File: src/source/h80_cfg.svh
`ifndef H80_CFG_SVH
`define H80_CFG_SVH

// datapath and bus sizes
`define H80_REG_WIDTH      16
`define H80_ADDR_WIDTH     16
`define H80_NUM_REGS       16
`define H80_REG_NUM_WIDTH  4

// instruction stepping
`define H80_PC_STEP        16'd2      // bytes per instruction word
`define H80_RESET_ADDR     16'h0000   // first fetch

// bit positions in the flag register
`define H80_FLAG_ZERO      0
`define H80_FLAG_CARRY     1
`define H80_FLAG_SIGN      2
`define H80_FLAG_OVERFLOW  3

// set by HALT, cleared only by reset
`define H80_FLAG_HALT      15

`endif

File: src/source/h80_pkg.sv
package h80_pkg;

   // decoded operation, anything not listed runs as op_nop
   typedef enum logic [3:0] {
      op_nop,
      op_halt,
      op_ld_imm_u,   // 1dnn
      op_ld_imm_s,   // 2dnn, byte sign extended
      op_load,       // 32ab
      op_store,      // 34ab
      op_jp,         // 01Er
      op_jp_cond,    // 03xx, JPN and JP on a flag
      op_add,
      op_sub,
      op_and,
      op_or,
      op_xor,
      op_cp          // SUB without register write
   } h80_op_e;

   // sequencer state
   typedef enum logic {
      st_fetch_exec,  // fetch completes and instruction executes
      st_bus_rw       // data access of a load or store
   } h80_state_e;

   // command on the memory bus
   typedef enum logic [1:0] {
      bus_none  = 2'b00,
      bus_read  = 2'b01,
      bus_write = 2'b10
   } h80_bus_cmd_e;

endpackage

File: src/source/h80_control.sv
`timescale 1ns/1ps
`include "h80_cfg.svh"

module h80_control (
   input  logic                          clk,
   input  logic                          reset,
   input  logic                          bus_wait_n,
   input  logic [`H80_REG_WIDTH-1:0]     bus_data,
   input  h80_pkg::h80_op_e              op,
   input  logic [`H80_REG_NUM_WIDTH-1:0] rd,
   input  logic [1:0]                    flag_sel,
   input  logic                          cond_true,
   input  logic [7:0]                    imm,
   input  logic [`H80_REG_WIDTH-1:0]     reg_a,
   input  logic [`H80_REG_WIDTH-1:0]     reg_b,
   input  logic [`H80_REG_WIDTH-1:0]     pc,
   input  logic [`H80_REG_WIDTH-1:0]     flags,
   input  logic [`H80_REG_WIDTH-1:0]     alu_result,
   input  logic [`H80_REG_WIDTH-1:0]     alu_flags,
   output logic                          wr_en,
   output logic [`H80_REG_NUM_WIDTH-1:0] wr_idx,
   output logic [`H80_REG_WIDTH-1:0]     wr_data,
   output logic                          flags_en,
   output logic [`H80_REG_WIDTH-1:0]     flags_next,
   output logic [`H80_REG_WIDTH-1:0]     pc_next,
   output logic                          bus_load,
   output h80_pkg::h80_bus_cmd_e         bus_cmd_next,
   output logic [`H80_ADDR_WIDTH-1:0]    bus_addr_next,
   output logic [`H80_REG_WIDTH-1:0]     bus_wdata_next
);
   import h80_pkg::*;

   h80_state_e                    state;
   logic                          ld_pend;   // data cycle writes a register
   logic [`H80_REG_NUM_WIDTH-1:0] ld_idx;
   logic                          active;
   logic                          taken;
   logic                          is_mem;

   // completion edge of the current bus cycle, frozen once halted
   assign active = bus_wait_n && !flags[`H80_FLAG_HALT];
   assign taken  = (flags[flag_sel] == cond_true);
   assign is_mem = (op == op_load) || (op == op_store);

   always_comb begin
      wr_en          = 1'b0;
      wr_idx         = rd;
      wr_data        = alu_result;
      flags_en       = 1'b0;
      flags_next     = alu_flags;
      pc_next        = pc;
      bus_load       = 1'b0;
      bus_cmd_next   = bus_read;
      bus_addr_next  = pc;
      bus_wdata_next = reg_a;
      if (active && state == st_fetch_exec) begin
         pc_next  = pc + `H80_PC_STEP;
         bus_load = 1'b1;
         case (op)
            op_halt: begin
               flags_en                 = 1'b1;
               flags_next               = flags;
               flags_next[`H80_FLAG_HALT] = 1'b1;
            end
            op_ld_imm_u: begin
               wr_en   = 1'b1;
               wr_data = {{(`H80_REG_WIDTH-8){1'b0}}, imm};
            end
            op_ld_imm_s: begin
               wr_en   = 1'b1;
               wr_data = {{(`H80_REG_WIDTH-8){imm[7]}}, imm};
            end
            op_jp:      pc_next = reg_b;
            op_jp_cond: if (taken) pc_next = reg_b;
            op_add, op_sub, op_and, op_or, op_xor: begin
               wr_en    = 1'b1;
               flags_en = 1'b1;
            end
            op_cp:      flags_en = 1'b1;   // flags only
            default:    ;
         endcase
         if (op == op_halt) begin
            bus_cmd_next = bus_none;   // bus goes idle for good
         end else if (is_mem) begin
            bus_cmd_next  = (op == op_load) ? bus_read : bus_write;
            bus_addr_next = reg_b;
         end else begin
            bus_addr_next = pc_next;
         end
      end else if (active) begin
         wr_en    = ld_pend;   // load data is on the bus now
         wr_idx   = ld_idx;
         wr_data  = bus_data;
         bus_load = 1'b1;      // next fetch at the advanced pc
      end
   end

   always_ff @(posedge clk) begin
      if (reset) begin
         state   <= st_fetch_exec;
         ld_pend <= 1'b0;
      end else if (active) begin
         if (state == st_fetch_exec && is_mem) begin
            state   <= st_bus_rw;
            ld_pend <= (op == op_load);
            ld_idx  <= rd;
         end else begin
            state <= st_fetch_exec;
         end
      end
   end

endmodule

File: config.mk
export PLATFORM = sky130hd
export DESIGN_NAME = h80_control
export DESIGN_NICKNAME = d
export VERILOG_FILES = /design/src/source/h80_pkg.sv /design/src/source/h80_control.sv
export VERILOG_INCLUDE_DIRS = /design/src /design/src/source
export SDC_FILE = /design/constraint.sdc
export NUM_CORES = 1
export LEC_CHECK = 0
export BUFFER_PORTS_ARGS = -buffer_cell sky130_fd_sc_hd__buf_2
export CORE_AREA = 3 3 66 129
export CTS_BUF_LIST = sky130_fd_sc_hd__clkbuf_8
export CTS_CLUSTER_DIAMETER = 100
export CTS_CLUSTER_SIZE = 30
export DETAILED_ROUTE_END_ITERATION = 10
export DIE_AREA = 0 0 69 132
export PLACE_DENSITY = 0.71
export RECOVER_POWER = 100
export SKIP_LAST_GASP = 1
export SYNTH_ARGS = -nofsm -noshare
export SYNTH_HDL_FRONTEND = slang
export SYNTH_SLANG_ARGS = --single-unit
File: constraint.sdc
create_clock -name clk -period 3.75 [get_ports clk]
set_input_delay 0.375 -clock clk [delete_from_list [all_inputs] [get_ports clk]]
set_output_delay 0.375 -clock clk [all_outputs]
set_load 0.02 [all_outputs]
==> impl_metrics.csv, run 1 <==
group,metric,value,unit
sta,hold_ws,0.326,ns
cells_and_area,finalNonFillerCells,571,
power_and_ir_drop,clock_share_of_power,20.0,%
clock_network,postCtsSetupRepairBufs,0,
min_path,timing.hold.worst.class,"in2reg",
sta,fin_ws,0.524,ns
power_and_ir_drop,comb_power_share,66.1,%
routing,totalWireLength,9.57,mm
power_and_ir_drop,netsw,0.250,mW
critical_path,cp_cell_sequence,"clkbuf_1 -> nor3b_1 -> mux2_4 -> or3_1 -> mux2i_1 -> a2bb2oi_1 -> clkbuf_1",
routing,post_drt_via_cell_ratio,5.55,
cells_and_area,core_occupancy_in_the_finished_layout,39.9,%
critical_path,crit_start,"op[0]",
critical_path,setup.worst_path.class,"in2out",
placement,dpl.hpwl,7.77,mm
sta,finalSetupViolCount,0,
clock_network,cts_root_buffer,"sky130_fd_sc_hd__clkbuf_8",
power_and_ir_drop,power_switching_share,47.4,%
yosys,area_of_the_mapped_netlist,2260,um2
routing,detail_route.iter0.violations,190,
sta,rsz_0062_raised_after_global_routing,"false",
clock_network,cts-resized-gates,0,
routing,drtAntennaViolNets,0,
cells_and_area,finish.net_count,613,
grt,antenna_violations_before_repair,1,
cells_and_area,share_of_final_layout_standard_cells_stronger_than_drive_strength_1,34.2,%
critical_path,critPathLaunchType,"input pin",
placement,placedInstanceArea,3110,um2
sta,layout_min_cycle_time,3.23,ns
critical_path,worstRegToRegCells,4,
routing,post_drt_wl_per_cell,16.8,um
grt,grt_pass1_vias,3173,
yosys,post_synth.cell_area_avg,7.13,um2
placement,place.gp.congestion,0.821,
sta,worstMarginPinSlew,1.24,ns
sta,max_freq,310,MHz
floorplan,die_width,69,um
clock_network,tritoncts,"done",
clock_network,worst_skew_pair.late_latency,0.23,ns
sta,final.setup_skew,0.00118,ns
cells_and_area,post-route-cell-area,3050,um2
yosys,netlist-cell-type-count,44,
routing,drt-pass1-iter-count,5,
critical_path,destination_of_the_critical_timing_path,"pc_next[10]",
clock_network,cts_buffer_depth,2,
yosys,synth-seq-area-share,7.08,%
critical_path,worst_r2r_startpoint,"state",
floorplan,start_util,29.5,%
critical_path,worst_ep_arrival_time,2.85,ns
yosys,yosys_warnings,0,
placement,place.port_buffers,190,
run,timing.max_cap.violations,0,
power_and_ir_drop,irDropWorstVdd,0.0556,mV
cells_and_area,syn_to_final_growth,35.0,%
power_and_ir_drop,p_int,0.278,mW
critical_path,setup.reg_to_reg.worst_slack,1.56,ns
routing,drc_errors,0,
clock_network,cts_num_sinks,6,
grt,grt_max_degree,25,
sta,final.period_utilization,86.0,%
floorplan,fp.dieH,132,um
sta,max-slew-margin-rel,16.6,%
power_and_ir_drop,power,0.529,mW
clock_network,cts_hold_buffers,0,
critical_path,delay_contributed_by_the_slowest_stage_of_the_critical_path,0.91,ns
power_and_ir_drop,p_per_area,173,nW/um2
placement,post-place-cells,566,
critical_path,worst-path-max-fanout,24,
grt,grt_pass1_wl,15.1,mm
floorplan,core_region_area,7660,um2
critical_path,timing.critical_path.mode_cell,"sky130_fd_sc_hd__clkbuf_1",
run_status,status,"finished, final reports clean",
grt,gr-usage-all-layers,19.5,%
critical_path,cp_data_required_time,3.38,ns
placement,placement.setup.worst_slack,0.741,ns
critical_path,critPathSlowestCell,"sky130_fd_sc_hd__or3_1",
power_and_ir_drop,p_leak,1.43,nW
power_and_ir_drop,sequentialPowerShare,13.8,%
floorplan,floorplan.io_pins,223,
critical_path,endpoint_kind,"primary output",
yosys,synth_fp_nets,453,
floorplan,rows,45,
sta,final_hold_viol_count,0,
grt,global_route.overflow_total,0,
routing,dr_total_vias,3170,
critical_path,worst_r2r_endpoint,"ld_idx[3]",
clock_network,ctsHtreeMaxLevel,1,
sta,slew_limit_fails,0,
yosys,post_synthesis_cell_count,317,
clock_network,cts_buffers,3,
yosys,post_synthesis_sequential_element_count,6,
cells_and_area,fillCellCount,883,
clock_network,clkSlewWorstSetupHoldPaths,0.04,ns
sta,tns,0,ns
floorplan,dieArea,9110,um2
==> metal layers <==
metal  wire [um]  up-vias  track usage, %  part of all wire [%]
met5           0        -               0                     0
met1        3270     1492            19.5                    34
met4         223        0            6.85                   2.3
met2        5420      144            39.9                    57
li1            -     1517               -                     -
met3         649       17            2.06                   6.8
==> power by group through the flow <==
stage	clock [mW]	combinational [mW]	sequential (mW)
6_report	0.106	0.350	0.0730
5_1_grt	0.112	0.383	0.0730
4_1_cts	0.107	0.364	0.0730
3_5_place_dp	0	0.363	0.0740
3_3_place_gp	0	0.356	0.0739
2_1_floorplan	0	0.239	0.0730
==> logic make-up (layout without fill, tap and decap cells) <==
logic type	count (synthesis)	count (layout)	synth area share, %
AO/OA/AOI/OAI	116	116	34.5
AND/OR/NAND/NOR	99	99	22.7
buffers and inverters	48	207	12.8
multiplexers	46	46	21.7
flip-flops	6	6	7.08
adder cells (fa/ha/maj)	2	2	1.11
other	0	1	0
==> cell usage in the layout (no fill, tap or decap), types with 3 or more instances in the layout <==
cell,count
sky130_fd_sc_hd__and3_1,7
sky130_fd_sc_hd__a21oi_2,9
sky130_fd_sc_hd__inv_1,8
sky130_fd_sc_hd__clkbuf_8,3
sky130_fd_sc_hd__edfxtp_1,4
sky130_fd_sc_hd__a211o_1,4
sky130_fd_sc_hd__a2bb2oi_1,18
sky130_fd_sc_hd__nor4_1,3
sky130_fd_sc_hd__o21ai_0,20
sky130_fd_sc_hd__nand3_1,20
sky130_fd_sc_hd__buf_4,4
sky130_fd_sc_hd__a22oi_1,27
sky130_fd_sc_hd__nand2_1,27
sky130_fd_sc_hd__mux2_2,20
sky130_fd_sc_hd__buf_2,125
sky130_fd_sc_hd__a21oi_1,27
sky130_fd_sc_hd__clkbuf_1,67
sky130_fd_sc_hd__nor3_1,7
sky130_fd_sc_hd__or3_1,5
sky130_fd_sc_hd__nor2_1,14
sky130_fd_sc_hd__mux2i_1,25
sky130_fd_sc_hd__o21ai_1,7
sky130_fd_sc_hd__nand4_1,4
==> cell usage after synthesis <==
library cell                 n  area [um2]
sky130_fd_sc_hd__a21oi_1    27         135
sky130_fd_sc_hd__a22oi_1    27         203
sky130_fd_sc_hd__nand2_1    27         101
sky130_fd_sc_hd__mux2i_1    25         250
sky130_fd_sc_hd__mux2_2     20         225
sky130_fd_sc_hd__nand3_1    20         100
sky130_fd_sc_hd__a2bb2oi_1  18         158
sky130_fd_sc_hd__buf_4      17         128
sky130_fd_sc_hd__o21ai_0    17        85.1
sky130_fd_sc_hd__clkbuf_1   13        48.8
sky130_fd_sc_hd__nor2_1     13        48.8
sky130_fd_sc_hd__o21ai_1    10        50.1
sky130_fd_sc_hd__a21oi_2     9        78.8
sky130_fd_sc_hd__and3_1      7        43.8
sky130_fd_sc_hd__inv_1       7        26.3
sky130_fd_sc_hd__buf_2       6        30.0
sky130_fd_sc_hd__nor3_1      5        25.0
sky130_fd_sc_hd__a211o_1     4        35.0
sky130_fd_sc_hd__edfxtp_1    4         120
sky130_fd_sc_hd__nand4_1     4        25.0
sky130_fd_sc_hd__or3_1       4        25.0
sky130_fd_sc_hd__buf_6       3        33.8
sky130_fd_sc_hd__nor4_1      3        18.8
sky130_fd_sc_hd__dfxtp_1     2        40.0
sky130_fd_sc_hd__ha_1        2        25.0
sky130_fd_sc_hd__nand2b_1    2        12.5
sky130_fd_sc_hd__nor2b_1     2        12.5
sky130_fd_sc_hd__nor3_2      2        20.0
sky130_fd_sc_hd__or3b_1      2        17.5
sky130_fd_sc_hd__a21o_1      1        7.51
sky130_fd_sc_hd__a31oi_1     1        6.26
sky130_fd_sc_hd__and2_1      1        6.26
sky130_fd_sc_hd__and3b_1     1        8.76
sky130_fd_sc_hd__buf_1       1        3.75
sky130_fd_sc_hd__buf_12      1        20.0
sky130_fd_sc_hd__mux2_4      1        15.0
sky130_fd_sc_hd__nand3b_1    1        7.51
sky130_fd_sc_hd__nand4b_1    1        8.76
sky130_fd_sc_hd__nor2_2      1        6.26
sky130_fd_sc_hd__nor3b_1     1        7.51
sky130_fd_sc_hd__o211a_1     1        10.0
sky130_fd_sc_hd__o211ai_2    1        12.5
sky130_fd_sc_hd__or3_4       1        11.3
sky130_fd_sc_hd__or4_1       1        7.51
==> layout make-up <==
class | instances | area, um2 | area share, %
Multi-Input combinational cell | 263 | 1790 | 58.8
Timing Repair Buffer | 196 | 907 | 29.7
Sequential cell | 6 | 160 | 5.25
Tap cell | 94 | 118 | 3.85
Clock buffer | 3 | 41.3 | 1.35
Inverter | 7 | 26.3 | 0.861
Clock inverter | 1 | 3.75 | 0.123
Antenna cell | 1 | 2.50 | 0.0820
==> critical path: cells and delay by family <==
kind | cells | cell delay [ns]
buffers and inverters | 2 | 0.52
AOI/OAI and AO/OA | 1 | 0.23
and+or+nand+nor | 2 | 1.25
muxes | 2 | 0.44
==> sequential cells by signal (all words and copies together), names as in the netlist <==
register / cells
ld_idx: 4
ld_pend: 1
state: 1
==> worst min path at each step <==
stage          startpoint       to  slack [ns]  cells after the start
6_report            reset    state        0.33                      2
2_1_floorplan       reset    state        0.44                      1
3_5_place_dp      ld_pend  ld_pend        0.54                      2
3_3_place_gp      ld_pend  ld_pend        0.50                      2
5_1_grt             reset    state        0.34                      2
4_1_cts             reset    state        0.32                      2
Note: power is estimated with default switching activity, not from simulation.
==> run 2, diff against run 1 <==
--- a/config.mk
+++ b/config.mk
@@ -13,7 +13,8 @@
 export CTS_CLUSTER_SIZE = 30
 export DETAILED_ROUTE_END_ITERATION = 10
 export DIE_AREA = 0 0 69 132
-export PLACE_DENSITY = 0.71
+export MAX_ROUTING_LAYER = met4
+export PLACE_DENSITY = 0.74
 export RECOVER_POWER = 100
 export SKIP_LAST_GASP = 1
 export SYNTH_ARGS = -nofsm -noshare
==> constraint.sdc (replaced) <==
create_clock -name clk -period 2.6 [get_ports clk]
set_input_delay 0.26 -clock clk [delete_from_list [all_inputs] [get_ports clk]]
set_output_delay 0.26 -clock clk [all_outputs]
set_load 0.02 [all_outputs]
==> run 2 against run 1 <==
Against the previous run:
- combinational power is 47% higher
- highest routed layer unchanged
- wire length is 2.7% lower
- clock skew is 0.00061 ns lower
- largest cell class unchanged
- worst setup slack worse by 0.39 ns
- clock power is 28% higher
- non-clock buffer count is 8 higher
- count of clock-buffer cells in the layout stayed put
- flip-flop and latch count stayed put
- sequential share of layout area is 0.13 points lower
==> impl_metrics.csv, run 2 (synthesis gave the netlist of run 1 again) <==
group,metric,value,unit
cells_and_area,largest_register_ffs,4,
placement,place.port_buffers,190,
clock_network,tritoncts,"done",
sta,slew_limit_fails,0,
clock_network,cts_buffers,3,
routing,post_drt_wl_per_cell,16.1,um
floorplan,start_util,29.5,%
cells_and_area,layout_top_registers,"ld_idx x4, ld_pend x1, state x1",
grt,grt_pass1_wl,14.8,mm
sta,tns,0,ns
critical_path,setup.reg_to_reg.worst_slack,0.81,ns
cells_and_area,largest_register,"ld_idx",
cells_and_area,core_occupancy_in_the_finished_layout,40.8,%
sta,max-slew-margin-rel,64.4,%
grt,grt_max_degree,25,
sta,max_freq,405,MHz
routing,detail_route.iter0.violations,192,
sta,final_hold_viol_count,0,
routing,drc_errors,0,
critical_path,worstRegToRegCells,4,
min_path,min_path_cells,2,
grt,grt_pass1_vias,3106,
routing,totalWireLength,9.31,mm
routing,post_drt_via_cell_ratio,5.55,
critical_path,critPathLaunchType,"input pin",
cells_and_area,commonest_non_fill_non_tap_cell_in_the_layout,"sky130_fd_sc_hd__buf_2",
run_status,status,"finished, final reports clean",
critical_path,setup.worst_path.class,"in2out",
clock_network,cts_buffer_depth,2,
cells_and_area,layout.cells.most_common_list,"sky130_fd_sc_hd__buf_2, sky130_fd_sc_hd__clkbuf_1, sky130_fd_sc_hd__a21oi_1",
clock_network,clkSlewWorstSetupHoldPaths,0.03,ns
placement,post-place-cells,574,
sta,hold_ws,0.232,ns
clock_network,cts_hold_buffers,0,
grt,global_route.overflow_total,0,
power_and_ir_drop,p_per_area,241,nW/um2
power_and_ir_drop,irDropWorstVdd,0.0883,mV
floorplan,die_width,69,um
routing,drt-pass1-iter-count,5,
sta,final.setup_skew,0.000571,ns
sta,rsz_0062_raised_after_global_routing,"false",
cells_and_area,syn_to_final_growth,38.4,%
placement,place.gp.congestion,0.916,
placement,dpl.hpwl,7.62,mm
sta,final.period_utilization,94.9,%
critical_path,endpoint_kind,"primary output",
cells_and_area,finalNonFillerCells,577,
sta,finalSetupViolCount,0,
routing,drtAntennaViolNets,0,
sta,worstMarginPinSlew,0.534,ns
floorplan,core_region_area,7660,um2
floorplan,dieArea,9110,um2
clock_network,cts_root_buffer,"sky130_fd_sc_hd__clkbuf_8",
cells_and_area,finish.net_count,621,
floorplan,fp.dieH,132,um
grt,antenna_violations_before_repair,0,
cells_and_area,antennaDiodeCount,0,
floorplan,floorplan.io_pins,223,
min_path,timing.hold.worst.class,"in2reg",
critical_path,cp_data_required_time,2.34,ns
critical_path,worst_ep_arrival_time,2.21,ns
clock_network,worst_skew_pair.late_latency,0.22,ns
clock_network,cts_num_sinks,6,
power_and_ir_drop,p_leak,1.49,nW
grt,gr-usage-all-layers,19.6,%
sta,layout_min_cycle_time,2.47,ns
routing,dr_total_vias,3201,
cells_and_area,share_of_final_layout_standard_cells_stronger_than_drive_strength_1,36.9,%
critical_path,worst-path-max-fanout,24,
run,timing.max_cap.violations,0,
floorplan,rows,45,
clock_network,ctsHtreeMaxLevel,1,
==> run 2: cell count changes in the layout (fill, tap and decap cells not counted), moves of 4 or more <==
cell                       change
sky130_fd_sc_hd__buf_4         +6
sky130_fd_sc_hd__a21oi_2       -4
sky130_fd_sc_hd__clkbuf_2      +7
sky130_fd_sc_hd__a21oi_1       +4
sky130_fd_sc_hd__clkbuf_1      -6
==> run 2: worst paths after layout <==
check / endpoint / startpoint
setup reg to reg: ld_idx[2] / state
hold / removal: state / reset
hold reg to reg: ld_pend / ld_pend
setup / recovery: pc_next[13] / flag_sel[1]
==> run 2: cell type report <==
cell class	instances	area, um2
fill	871	4530
tap	94	118
inverter	7	26.3
timing repair buffer	204	985
multi-input combinational	263	1800
sequential	6	160
clock buffer	3	41.3
==> run 2: layer usage <==
layer	global-route usage [%]	vias to the layer above	share of wire [%]
met4	6.74	0	3.3
met2	37.2	179	55
met3	2.44	34	6.7
met5	-	-	0
li1	-	1527	-
met1	20.1	1461	35
==> run 2: timing repair <==
item / CTS / global route
gates resized for setup: 0 / 1
setup endpoints to repair: 0 / 15
buffers inserted: 0 / 0
==> run 2: critical path: stages <==
cell	delay [ns]
sky130_fd_sc_hd__buf_2	0.10
sky130_fd_sc_hd__mux2i_1	0.30
sky130_fd_sc_hd__mux2_4	0.35
sky130_fd_sc_hd__or3_4	0.56
sky130_fd_sc_hd__mux2i_1	0.18
sky130_fd_sc_hd__a22oi_1	0.20
sky130_fd_sc_hd__clkbuf_1	0.25
==> run 2: power by group <==
group          total (mW)  switching [mW]  internal [mW]
Combinational       0.514           0.310          0.204
Clock               0.136          0.0365         0.0991
Sequential          0.104        0.000522          0.104
==> run 2: per-stage QoR <==
stage	setup slack [ns]	power [mW]	cell area [um2]
floorplan	0.304	0.449	2260
global placement	0.193	0.626	3180
detailed placement	0.175	0.636	3180
CTS	0.00488	0.777	3220
global route	0.0607	0.811	3130
finish	0.132	0.754	3130
==> run 3, diff against run 2 <==
--- a/config.mk
+++ b/config.mk
@@ -16,6 +16,7 @@
 export MAX_ROUTING_LAYER = met4
 export PLACE_DENSITY = 0.74
 export RECOVER_POWER = 100
+export REMOVE_ABC_BUFFERS = 1
 export SKIP_LAST_GASP = 1
 export SYNTH_ARGS = -nofsm -noshare
 export SYNTH_HDL_FRONTEND = slang
==> run 3 against run 2 <==
Against the previous run:
- total power is 1.9% higher
- wire length is 2.3% higher
- clock power is 4% higher
==> impl_metrics.csv, run 3 (synthesis gave the netlist of run 1 again) <==
group,metric,value,unit
clock_network,cts-resized-gates,0,
min_path,timing.hold.worst_endpoint,"state",
cells_and_area,share_of_final_layout_standard_cells_stronger_than_drive_strength_1,42.1,%
clock_network,tritoncts,"done",
floorplan,fp.dieH,132,um
placement,placement.setup.worst_slack,0.135,ns
floorplan,start_util,29.5,%
routing,dr_total_vias,3254,
power_and_ir_drop,irDropWorstVdd,0.110,mV
sta,final.setup_skew,0.00224,ns
grt,gr-usage-all-layers,19.4,%
routing,totalWireLength,9.52,mm
critical_path,worst-path-max-fanout,24,
grt,grt_pass1_wl,14.8,mm
cells_and_area,fillCellCount,816,
clock_network,cts_buffer_depth,2,
min_path,min-delay-start,"reset",
placement,place.port_buffers,190,
power_and_ir_drop,p_leak,1.57,nW
clock_network,clkSlewWorstSetupHoldPaths,0.04,ns
floorplan,dieArea,9110,um2
floorplan,rows,45,
sta,fin_ws,0.117,ns
cells_and_area,commonest_non_fill_non_tap_cell_in_the_layout,"sky130_fd_sc_hd__buf_2",
placement,place.gp.congestion,1.00,
cells_and_area,finish.net_count,622,
run_status,status,"finished, final reports clean",
grt,antenna_violations_before_repair,0,
critical_path,endpoint_kind,"primary output",
cells_and_area,largest_register_ffs,4,
routing,drt-pass1-iter-count,5,
floorplan,floorplan.io_pins,223,
grt,grt_max_degree,25,
sta,rsz_0062_raised_after_global_routing,"false",
sta,final.period_utilization,95.5,%
cells_and_area,layout.cells.most_common_list,"sky130_fd_sc_hd__buf_2, sky130_fd_sc_hd__clkbuf_1, sky130_fd_sc_hd__clkbuf_2",
routing,post_drt_wl_per_cell,16.4,um
floorplan,core_region_area,7660,um2
critical_path,worstRegToRegCells,5,
run,timing.max_cap.violations,0,
cells_and_area,layout_top_registers,"ld_idx x4, ld_pend x1, state x1",
clock_network,cts_hold_buffers,0,
clock_network,ctsHtreeMaxLevel,1,
sta,max-slew-margin-rel,39.5,%
cells_and_area,finalNonFillerCells,579,
power_and_ir_drop,power,0.768,mW
cells_and_area,largest_register,"ld_idx",
min_path,timing.hold.worst.class,"in2reg",
clock_network,cts_root_buffer,"sky130_fd_sc_hd__clkbuf_8",
critical_path,critPathLaunchType,"input pin",
placement,dpl.hpwl,7.85,mm
critical_path,setup.reg_to_reg.worst_slack,0.77,ns
routing,drtAntennaViolNets,0,
grt,grt_pass1_vias,3185,
placement,post-place-cells,575,
critical_path,cp_data_required_time,2.34,ns
clock_network,postCtsSetupRepairBufs,0,
sta,final_hold_viol_count,0,
floorplan,die_width,69,um
min_path,min_path_cells,2,
cells_and_area,antennaDiodeCount,0,
sta,max_freq,403,MHz
grt,global_route.overflow_total,0,
clock_network,worst_skew_pair.late_latency,0.22,ns
sta,slew_limit_fails,0,
routing,post_drt_via_cell_ratio,5.62,
clock_network,cts_buffers,3,
sta,finalSetupViolCount,0,
sta,worstMarginPinSlew,0.907,ns
routing,detail_route.iter0.violations,210,
cells_and_area,syn_to_final_growth,39.8,%
sta,layout_min_cycle_time,2.48,ns
clock_network,cts_num_sinks,6,
critical_path,worst_r2r_startpoint,"state",
routing,drc_errors,0,
critical_path,setup.worst_path.class,"in2out",
critical_path,worst_r2r_endpoint,"ld_idx[3]",
cells_and_area,core_occupancy_in_the_finished_layout,41.3,%
power_and_ir_drop,p_per_area,243,nW/um2
critical_path,worst_ep_arrival_time,2.22,ns
-- run 3: metrics by stage --
| stage | TNS (ns) | area [um2] | hold WS, ns |
|---|---|---|---|
| after floorplan | -0.116 | 2000 | 0.329 |
| after global placement | 0 | 3180 | 0.450 |
| after detailed placement | 0 | 3180 | 0.454 |
| after CTS | 0 | 3220 | 0.225 |
| after global routing | 0 | 3160 | 0.231 |
| final | 0 | 3160 | 0.229 |
-- run 3: worst max-delay path by stage --
stage,to,slack (ns),cells after the start,start
6_report,pc_next[4],0.12,7,flag_sel[1]
4_1_cts,pc_next[13],0.13,7,flag_sel[1]
3_5_place_dp,pc_next[13],0.13,7,flag_sel[1]
5_1_grt,wr_data[1],0.02,7,state
2_1_floorplan,bus_addr_next[13],-0.12,4,state
3_3_place_gp,pc_next[3],0.17,7,flag_sel[1]
-- run 3: layer usage --
metal	wire [um]	global-route usage, %
met1	3220	18.9
met2	5010	35.7
met3	1050	5.88
met4	242	6.63
met5	0	-
-- run 3: report_power, final --
part / total (mW) / switching [mW] / internal [mW] / leakage [nW]
Clock: 0.142 / 0.0402 / 0.101 / 0.0269
Combinational: 0.523 / 0.314 / 0.209 / 1.49
Sequential: 0.104 / 0.000417 / 0.104 / 0.0522
-- run 3: layout make-up --
class | instances | area, um2 | area share (%)
multi-input combinational | 263 | 1800 | 57.0
clock inverter | 1 | 3.75 | 0.119
clock buffer | 3 | 41.3 | 1.31
sequential | 6 | 160 | 5.07
tap | 94 | 118 | 3.72
inverter | 7 | 26.3 | 0.831
timing repair buffer | 205 | 1010 | 31.9
-- run 3: worst max-delay path: stages --
cell	delay, ns
sky130_fd_sc_hd__buf_2	0.10
sky130_fd_sc_hd__mux2i_1	0.33
sky130_fd_sc_hd__mux2_4	0.35
sky130_fd_sc_hd__or3_4	0.57
sky130_fd_sc_hd__a21oi_1	0.22
sky130_fd_sc_hd__a2bb2oi_1	0.18
sky130_fd_sc_hd__buf_2	0.19
